## src/carry_resolver_config.svh

```systemverilog
/*
 * Carry resolver sizes
 * Token, byte and buffer widths and the release width shared by the
 * carry resolver RTL and its testbench
 */

`ifndef CARRY_RESOLVER_CONFIG_SVH
`define CARRY_RESOLVER_CONFIG_SVH

// Coder token, output byte in the low bits and carry above it
`define CR_TOKEN_WIDTH 16

// Output byte
`define CR_BYTE_WIDTH 8

// Pending buffer address width, 16 entries
`define CR_BUF_ADDR_WIDTH 4

// Most bytes released in one cycle
`define CR_OUT_LANES 4

`endif
```

## src/carry_pkg.sv

```systemverilog
/*
 * Carry resolver types
 * Token, byte, pointer and lane types built from the config macros
 */

`include "carry_resolver_config.svh"

package carry_pkg;

    // ==============================
    // Sizes
    // ==============================
    localparam int BUF_DEPTH = 1 << `CR_BUF_ADDR_WIDTH;
    localparam int LANE_COUNT_WIDTH = $clog2(`CR_OUT_LANES + 1);

    // ==============================
    // Types
    // ==============================
    typedef logic [`CR_TOKEN_WIDTH-1:0] token_t;
    typedef logic [`CR_BYTE_WIDTH-1:0] byte_t;

    // Carry part of a token
    typedef logic [`CR_TOKEN_WIDTH-`CR_BYTE_WIDTH-1:0] carry_t;

    // Pointers wrap modulo the buffer depth
    typedef logic [`CR_BUF_ADDR_WIDTH-1:0] buf_addr_t;

    // Release count, 0 up to the lane count
    typedef logic [LANE_COUNT_WIDTH-1:0] lane_count_t;

    // Lane 0 holds the oldest byte
    typedef byte_t [`CR_OUT_LANES-1:0] byte_lanes_t;

    // A byte that a later carry would wrap to zero
    localparam byte_t BYTE_MAX = '1;

endpackage

```

## src/pending_if.sv

```systemverilog
/*
 * Pending run interface
 * Write, run increment and head byte between the carry controller
 * and the pending byte buffer
 */

`timescale 1ns/10ps

interface pending_if;
    import carry_pkg::*;

    // Single byte write
    logic wr_en;
    buf_addr_t wr_addr;
    byte_t wr_data;

    // Run increment over [run_lo, run_hi)
    logic inc_en;
    buf_addr_t run_lo;
    buf_addr_t run_hi;

    // Entry at run_lo
    byte_t head_byte;

    modport ctrl (
        output wr_en, wr_addr, wr_data,
        output inc_en, run_lo, run_hi,
        input head_byte
    );

    modport store (
        input wr_en, wr_addr, wr_data,
        input inc_en, run_lo, run_hi,
        output head_byte
    );

endinterface

```

## src/carry_resolver.sv

```systemverilog
/*
 * Carry resolver top level
 * One coder token in per cycle, up to four final bytes out per cycle
 */

`timescale 1ns/10ps

module carry_resolver (
    input logic clk,
    input logic reset,
    input logic in_valid,
    input carry_pkg::token_t in_token,
    input logic flush,
    output carry_pkg::byte_t out_byte_0,
    output carry_pkg::byte_t out_byte_1,
    output carry_pkg::byte_t out_byte_2,
    output carry_pkg::byte_t out_byte_3,
    output carry_pkg::lane_count_t out_count
);
    import carry_pkg::*;

    pending_if pend ();

    buf_addr_t commit_ptr;
    buf_addr_t rd_ptr;
    byte_lanes_t rd_data;
    byte_lanes_t out_bytes;

    carry_ctrl i_carry_ctrl (
        .clk (clk),
        .reset (reset),
        .in_valid (in_valid),
        .in_token (in_token),
        .flush (flush),
        .rd_ptr (rd_ptr),
        .commit_ptr (commit_ptr),
        .pend (pend.ctrl)
    );

    pending_buffer i_pending_buffer (
        .clk (clk),
        .pend (pend.store),
        .rd_ptr (rd_ptr),
        .rd_data (rd_data)
    );

    release_packer i_release_packer (
        .clk (clk),
        .reset (reset),
        .commit_ptr (commit_ptr),
        .rd_data (rd_data),
        .rd_ptr (rd_ptr),
        .out_bytes (out_bytes),
        .out_count (out_count)
    );

    // Lane 0 is the oldest byte of the release
    assign out_byte_0 = out_bytes[0];
    assign out_byte_1 = out_bytes[1];
    assign out_byte_2 = out_bytes[2];
    assign out_byte_3 = out_bytes[3];

endmodule

```

## src/release_packer.sv

```systemverilog
/*
 * Release packer
 * Drains up to four final bytes per cycle in order and registers
 * them with their count
 */

`timescale 1ns/10ps

module release_packer (
    input logic clk,
    input logic reset,
    input carry_pkg::buf_addr_t commit_ptr,
    input carry_pkg::byte_lanes_t rd_data,
    output carry_pkg::buf_addr_t rd_ptr,
    output carry_pkg::byte_lanes_t out_bytes,
    output carry_pkg::lane_count_t out_count
);
    import carry_pkg::*;

    // Oldest byte not yet released
    buf_addr_t rd_q;
    // Final bytes waiting in the buffer
    buf_addr_t avail;
    lane_count_t take_count;

    // ==============================
    // Release count
    // ==============================
    assign avail = commit_ptr - rd_q;

    always_comb begin
        if (avail >= buf_addr_t'(`CR_OUT_LANES)) begin
            take_count = lane_count_t'(`CR_OUT_LANES);
        end else begin
            take_count = lane_count_t'(avail);
        end
    end

    // ==============================
    // Read pointer and count
    // ==============================
    always_ff @(posedge clk) begin
        if (reset) begin
            rd_q <= '0;
            out_count <= '0;
        end else begin
            rd_q <= rd_q + buf_addr_t'(take_count);
            out_count <= take_count;
        end
    end

    // Lanes keep their old value on idle cycles
    always_ff @(posedge clk) begin
        if (take_count != '0) begin
            out_bytes <= rd_data;
        end
    end

    assign rd_ptr = rd_q;

endmodule

```

## src/pending_buffer.sv

```systemverilog
/*
 * Pending byte buffer
 * Circular byte store with single writes, a one-cycle increment of the
 * pending run and four combinational read lanes
 */

`timescale 1ns/10ps

module pending_buffer (
    input logic clk,
    pending_if.store pend,
    input carry_pkg::buf_addr_t rd_ptr,
    output carry_pkg::byte_lanes_t rd_data
);
    import carry_pkg::*;

    byte_t mem [BUF_DEPTH];

    buf_addr_t run_len;
    // Per entry flags for the pending run
    logic [BUF_DEPTH-1:0] in_run;
    logic [BUF_DEPTH-1:0] past_head;
    logic [BUF_DEPTH-1:0] is_max;

    assign run_len = pend.run_hi - pend.run_lo;

    // ==============================
    // Run membership
    // ==============================
    for (genvar g = 0; g < BUF_DEPTH; g++) begin : g_entry
        buf_addr_t offs;

        // Distance from the run head, modulo the depth
        assign offs = buf_addr_t'(g) - pend.run_lo;
        assign in_run[g] = (offs < run_len);
        assign past_head[g] = in_run[g] && (offs != '0);
        assign is_max[g] = (mem[g] == BYTE_MAX);
    end

    // ==============================
    // Storage
    // ==============================
    always_ff @(posedge clk) begin
        // Carry into the run, head goes up by one and the 255s wrap to 0
        for (int i = 0; i < BUF_DEPTH; i++) begin
            if (pend.inc_en && in_run[i]) begin
                if (past_head[i]) begin
                    mem[i] <= '0;
                end else begin
                    mem[i] <= mem[i] + byte_t'(1);
                end
            end
        end

        // New byte lands at run_hi, just outside the run
        if (pend.wr_en) begin
            mem[pend.wr_addr] <= pend.wr_data;
        end
    end

    // ==============================
    // Reads
    // ==============================
    assign pend.head_byte = mem[pend.run_lo];

    for (genvar k = 0; k < `CR_OUT_LANES; k++) begin : g_lane
        assign rd_data[k] = mem[buf_addr_t'(rd_ptr + buf_addr_t'(k))];
    end

    // Only 255 bytes may follow the head, otherwise the run was cut wrong
    a_run_all_max: assert property (
        @(posedge clk)
        pend.inc_en |-> ((is_max | ~past_head) == '1)
    ) else $error("non-255 byte behind head of pending run");

endmodule

```

## src/carry_ctrl.sv

```systemverilog
/*
 * Carry controller
 * Splits each token into byte and carry, owns the write and commit
 * pointers and decides when the pending run is incremented
 */

`timescale 1ns/10ps

module carry_ctrl (
    input logic clk,
    input logic reset,
    input logic in_valid,
    input carry_pkg::token_t in_token,
    input logic flush,
    input carry_pkg::buf_addr_t rd_ptr,
    output carry_pkg::buf_addr_t commit_ptr,
    pending_if.ctrl pend
);
    import carry_pkg::*;

    byte_t tok_byte;
    carry_t tok_carry;
    logic has_carry;
    logic run_empty;

    // Next free entry, one past the pending run
    buf_addr_t wr_ptr;
    // First entry of the pending run, everything below it is final
    buf_addr_t commit_q;

    // ==============================
    // Token split
    // ==============================
    assign tok_byte = in_token[`CR_BYTE_WIDTH-1:0];
    assign tok_carry = in_token[`CR_TOKEN_WIDTH-1:`CR_BYTE_WIDTH];
    assign has_carry = in_valid && (tok_carry != '0);
    assign run_empty = (commit_q == wr_ptr);

    // ==============================
    // Pointers
    // ==============================
    always_ff @(posedge clk) begin
        if (reset) begin
            wr_ptr <= '0;
            commit_q <= '0;
        end else if (in_valid) begin
            wr_ptr <= wr_ptr + buf_addr_t'(1);
            // A carry resolves the old run, a byte below 255 starts a new one
            if (has_carry || (tok_byte != BYTE_MAX)) begin
                commit_q <= wr_ptr;
            end
        end else if (flush) begin
            // End of stream, the run goes out unchanged
            commit_q <= wr_ptr;
        end
    end

    // ==============================
    // Buffer requests
    // ==============================
    assign pend.wr_en = in_valid;
    assign pend.wr_addr = wr_ptr;
    assign pend.wr_data = tok_byte;

    // Increment covers the run as it stands before this token
    assign pend.inc_en = has_carry;
    assign pend.run_lo = commit_q;
    assign pend.run_hi = wr_ptr;

    assign commit_ptr = commit_q;

    // ==============================
    // Coder contract
    // ==============================
    // At most one carry per token
    a_carry_max_one: assert property (
        @(posedge clk) disable iff (reset)
        in_valid |-> (tok_carry <= carry_t'(1))
    ) else $error("carry above one in token %h", in_token);

    // Carry needs a run to land on, and its head must have room
    a_carry_target: assert property (
        @(posedge clk) disable iff (reset)
        has_carry |-> (!run_empty && (pend.head_byte != BYTE_MAX))
    ) else $error("carry into empty run or 255 head byte");

    // Write must stay clear of bytes not yet released
    a_no_overrun: assert property (
        @(posedge clk) disable iff (reset)
        in_valid |-> (buf_addr_t'(wr_ptr + buf_addr_t'(1)) != rd_ptr)
    ) else $error("pending buffer overrun at %h", wr_ptr);

endmodule

```

## config.mk

```make
export PLATFORM = sky130hd
export DESIGN_NAME = carry_resolver
export DESIGN_NICKNAME = d
export VERILOG_FILES = /design/src/carry_pkg.sv /design/src/pending_if.sv /design/src/carry_resolver.sv /design/src/release_packer.sv /design/src/pending_buffer.sv /design/src/carry_ctrl.sv
export VERILOG_INCLUDE_DIRS = /design/src
export SDC_FILE = /design/constraint.sdc
export NUM_CORES = 1
export LEC_CHECK = 0
export ABC_AREA = 1
export BUFFER_PORTS_ARGS = -buffer_cell sky130_fd_sc_hd__buf_2
export CORE_MARGIN = 4
export CORE_UTILIZATION = 45
export DETAILED_ROUTE_END_ITERATION = 8
export PLACE_DENSITY = 0.63
export REMOVE_ABC_BUFFERS = 1
export SYNTH_ARGS = -nofsm -noshare
export SYNTH_HDL_FRONTEND = slang
export SYNTH_SLANG_ARGS = --single-unit
```

## constraint.sdc

```tcl
create_clock -name clk -period 3.3 [get_ports clk]
set_input_delay 0.165 -clock clk [delete_from_list [all_inputs] [get_ports clk]]
set_output_delay 0.165 -clock clk [all_outputs]
set_load 0.1 [all_outputs]
```

[Yosys cells after proc, flatten, opt, wreduce, memory -nomap -nowiden]
Memory sizes are Yosys's and may differ from the RTL's. A register that Yosys moved wholly into a read port is not among the register bits.
Cells that the tools add are included.
Cells by class
  add/subtract/negate cells: 39
  $lt $le $gt $ge: 17
  equal/unequal tests: 2
  mux-type cells: 118
  bitwise logic cells: 16
  reduce and logical (&&, ||, !) cells: 54
Operators with widths (count)
  8-bit by 1-bit adder with 8-bit output (second input constant): 16
  8-bit two-way mux: 16
  1-bit two-way mux: 98
  4-bit < comparator: 16
  4-bit nonzero test: 16
  1-bit logical AND: 33
  4-bit subtractor (first input constant): 8
  1-bit bitwise OR: 16
  3-bit by 4-bit subtractor with 4-bit output (first input constant): 4
  4-bit two-way mux: 3
  4-bit by 1-bit adder with 4-bit output (second input constant): 2
  4-bit by 2-bit adder with 4-bit output (second input constant): 2
  8-bit != test (second input constant): 1
  8-bit nonzero test: 1
  1-bit by 4-bit subtractor with 4-bit output (first input constant): 2
  2-bit by 4-bit subtractor with 4-bit output (first input constant): 2
  4-bit subtractor: 2
  4-bit by 3-bit adder with 4-bit output: 1
  4-bit by 3-bit greater-or-equal comparator with 1-bit output (second input constant): 1
  3-bit two-way mux: 1
  3-bit nonzero test: 1
  2-bit by 1-bit != test with 1-bit output (second input constant): 1
  2-bit AND reduction: 1
  2-bit nonzero test: 1
  1-bit logical OR: 1
Word-level totals
  register bits after elaboration: 15
  bits in writable memories: 128
  memories kept: 1
Memory list
  i_pending_buffer.mem: words 16, width 8, rd ports 20, clocked after memory_dff 4, write ports 17, RTL line pending_buffer.sv:17  | byte_t mem [BUF_DEPTH];

[Longest topological paths before layout]
  depth in word-level cells: 7
  gate-level depth with buffers: 18
  mapped depth without buffers: 17

[Modules after synthesis]
From an unflattened synthesis, not the netlist that was laid out.
Unflattened totals
  cell total of the unflattened synthesis: 2475
  area total of the unflattened synthesis: 16114.2 um^2
Modules (own cells, without submodules)
  pending_buffer: times used 1, cells an instance 2312, area each 14128.6 um^2, sequential area each 3843.7 um^2
  release_packer: times used 1, cells an instance 85, area each 1415.1 um^2, sequential area each 1101.1 um^2
  carry_ctrl: times used 1, cells an instance 78, area each 570.5 um^2, sequential area each 160.2 um^2

[Least setup slack after synthesis]
OpenSTA, ideal clock, no wires.
  path type: reg2reg
  from: register i_carry_ctrl.commit_q[2] (netlist: i_carry_ctrl.commit_ptr[2])
  to: memory i_pending_buffer.mem[8][0] (netlist name) (enable)
  library setup time: 384 ps
  data arrival time: 2754 ps
  data required time: 2916 ps
  path slack: 162 ps
  cell stages (with the launch flop): 11
  clock period less this slack: 3138 ps
  path through: dfxtp_1 > buf_2 > inv_1 > ha_1 > a21oi_1 > nand2_2 > xnor2_4 > ha_1 > nand2_1 > nand2_1 > o21ai_0
RTL lines
  from (decl): RTL line carry_ctrl.sv:29  | buf_addr_t commit_q;
  from (signal assigned): RTL line carry_ctrl.sv:50  | commit_q <= wr_ptr;
  from (signal assigned): RTL line carry_ctrl.sv:54  | commit_q <= wr_ptr;
  to (decl): RTL line pending_buffer.sv:17

==> impl_metrics.json <==
{
  "outcome": "finished, final reports clean",
  "ys_warn_count": 0,
  "place_congestion": 0.9319,
  "synth_top_family_by_area": "simple AND/OR/NAND/NOR gates",
  "first_global_vias": 12560,
  "rsz0062_at_grt": "false",
  "yosysSeqAreaShare": 0.3611,
  "instances_no_fill": 2402,
  "track_usage": 0.2876,
  "grt_pass1_wl_mm": 73.98,
  "core.rowCount": 64,
  "power.density_nw_per_um2": 875.3,
  "synthMuxAreaShare": 0.004956,
  "io_buffers": 54,
  "finalCritPeriodShare": 0.9137,
  "finalInstanceArea_um2": 15440,
  "p_leak_nw": 6.550,
  "cp_max_fo": 9,
  "hp-start": "in_valid",
  "worst_setup_path_end_kind": "flip-flop",
  "post_cts_buffers": 0,
  "finalWirelength_mm": 49.10,
  "cts_buffer_depth": 2,
  "worstSetupStartpoint": "i_carry_ctrl.commit_ptr[0]",
  "rrSetupSlack_ns": 0.28,
  "ys_ff_latch": 175,
  "dp_hpwl_mm": 36.49,
  "cts_made_buffers": 17,
  "die_area_um2": 34320,
  "layout_common_cells": "nand2_1, o21ai_0, inv_1",
  "slew-limit-headroom": 0.1867,
  "holdWs_ns": 0.08361,
  "avgViaCountPerCell": 5.763,
  "drtPass1Iterations": 6,
  "io_pins": 55,
  "initial_utilization": 0.4586,
  "drcViolationCount": 0,
  "clkTransAtPathRegs_ns": 0.07,
  "worstSkewPairLatency_ns": 0.47,
  "fin_util": 0.5008,
  "drt_iter0_markers": 1773,
  "synth-simple-area-share": 0.3061,
  "synth_adder_area_share": 0.06088,
  "nets": 2080,
  "worstPathRequired_ns": 3.52,
  "timing.rr.start": "i_carry_ctrl.commit_ptr[0]",
  "vdd_drop_max_mv": 0.6748,
  "synthDistinctLibCells": 47,
  "grt_max_degree": 204,
  "start_kind": "flip-flop",
  "hold_violations": 0,
  "cts_tree": "yes",
  "antenna_found_initial": 1,
  "die_h_um": 185.3,
  "period_minus_slack_ns": 3.015,
  "vias": 13840,
  "die_w_um": 185.3,
  "async_flop_share": 0,
  "drive_gt1_frac": 0.09222,
  "synth-xor-area-share": 0.05673,
  "wire_per_inst_um": 20.44,
  "cts-root-buf": "clkbuf_16",
  "synth_compound_area_frac": 0.1359,
  "layout_commonest_cell": "nand2_1",
  "num_antenna_cells": 0,
  "ant_nets": 0,
  "hold_class": "primary input to flip-flop",
  "slew_viol_final": 0,
  "setup_viol": 0,
  "arrival_ns": 3.24,
  "synth_area_um2": 14140,
  "synth_edf_count": 160,
  "finalPower_mw": 13.51,
  "coreArea_um2": 30830,
  "max_freq_mhz": 331.6,
  "maxCapViolCount": 0,
  "synthCells": 1970,
  "fin_skew_ns": 0.01292,
  "worstSetupPathType": "flip-flop to flip-flop",
  "synth_ff_type": "edfxtp_1",
  "tightest_slew_ns": 1.207,
  "clock-sinks": 175,
  "syn2layout_area_growth_pct": 9.195,
  "htreeDepth": 4,
  "place_inst": 2369,
  "avgSynthCellArea_um2": 7.177,
  "overflow": 0,
  "dpl_cell_area_um2": 14850
}
[power breakdown]
part | switching, mW | leakage [nW] | internal [mW] | total [mW]
Clock | 0.981 | 0.269 | 1.06 | 2.04
Combinational | 6.00 | 4.58 | 1.92 | 7.92
Sequential | 0.349 | 1.71 | 3.21 | 3.55
[Yosys cell counts (all sizes together), types with 15 or more instances]
master	n	share of area
nand4	51	0.023
a31oi	30	0.013
xnor2	32	0.024
ha	64	0.057
clkbuf	49	0.013
nor2	116	0.034
o21ai	238	0.085
o211ai	23	0.012
nand2	668	0.18
buf	43	0.015
nand3	144	0.052
edfxtp	160	0.34
a21oi	36	0.014
xor2	51	0.033
dfxtp	15	0.021
inv	173	0.046
nor3	25	0.011
[routing by layer]
metal	part of all wire	vias up	global-route usage	wire length (um)
met4	0.045	2	0.1245	2230
met1	0.43	6429	0.4027	21150
li1	-	6655	-	-
met3	0.086	99	0.04811	4235
met2	0.44	657	0.4398	21470
met5	0.00026	-	0	13
[critical path: stages (launching register included)]
cell     delay, ns
dfxtp_1       0.47
nand2_2       0.12
fa_1          0.49
inv_1         0.08
ha_1          0.31
a21oi_1       0.09
o21ai_1       0.46
inv_1         0.10
nand2_1       0.13
nand2_2       0.15
nand2_1       0.10
o21ai_0       0.08
buf_4         0.20
[per-stage QoR]
step | TNS [ns] | setup slack (ns)
5_1_grt | 0 | 0.1102
6_report | 0 | 0.2847
2_1_floorplan | -193.43 | -4.036
3_3_place_gp | 0 | 0.2134
3_5_place_dp | 0 | 0.1184
4_1_cts | 0 | 0.09293
[cell families after synthesis]
logic type	Yosys count
fa+ha+maj	67
xor+xnor	83
mux	7
simple gates	1024
buf+inv	265
compound gates	349
flops	175
[cell type report]
| type | count | area [um^2] |
|---|---|---|
| Tap cell | 396 | 495.5 |
| Multi-Input combinational cell | 1530 | 7994 |
| Timing Repair Buffer | 96 | 613.1 |
| Clock buffer | 17 | 425.4 |
| Sequential cell | 175 | 5110 |
| Inverter | 173 | 649.4 |
| Clock inverter | 15 | 151.4 |
| Fill cell | 3033 | 15390 |
[flip-flops by register name, indices dropped and copies added (netlist names), named ones only]
name                        cells
i_release_packer.out_bytes     32
i_pending_buffer.mem          128
i_carry_ctrl.pend.run_hi        4
i_carry_ctrl.commit_ptr         4
i_release_packer.out_count      3
i_release_packer.rd_ptr         3
[timing repair]
action / 4_1_cts / 5_1_grt
resized for setup: 0 / 2
endpoints found under the hold margin: 5 / 0
hold buffers: 1 / 0
endpoints found under the setup margin: 0 / 8
[worst paths after layout]
check,to,cells past startpoint
setup / recovery,i_pending_buffer.mem[7][7],12
hold / removal,i_carry_ctrl.pend.run_hi[0],3
setup reg to reg,i_pending_buffer.mem[7][7],12
hold reg to reg,i_carry_ctrl.commit_ptr[0],2
(Power assumes the default switching activity.)
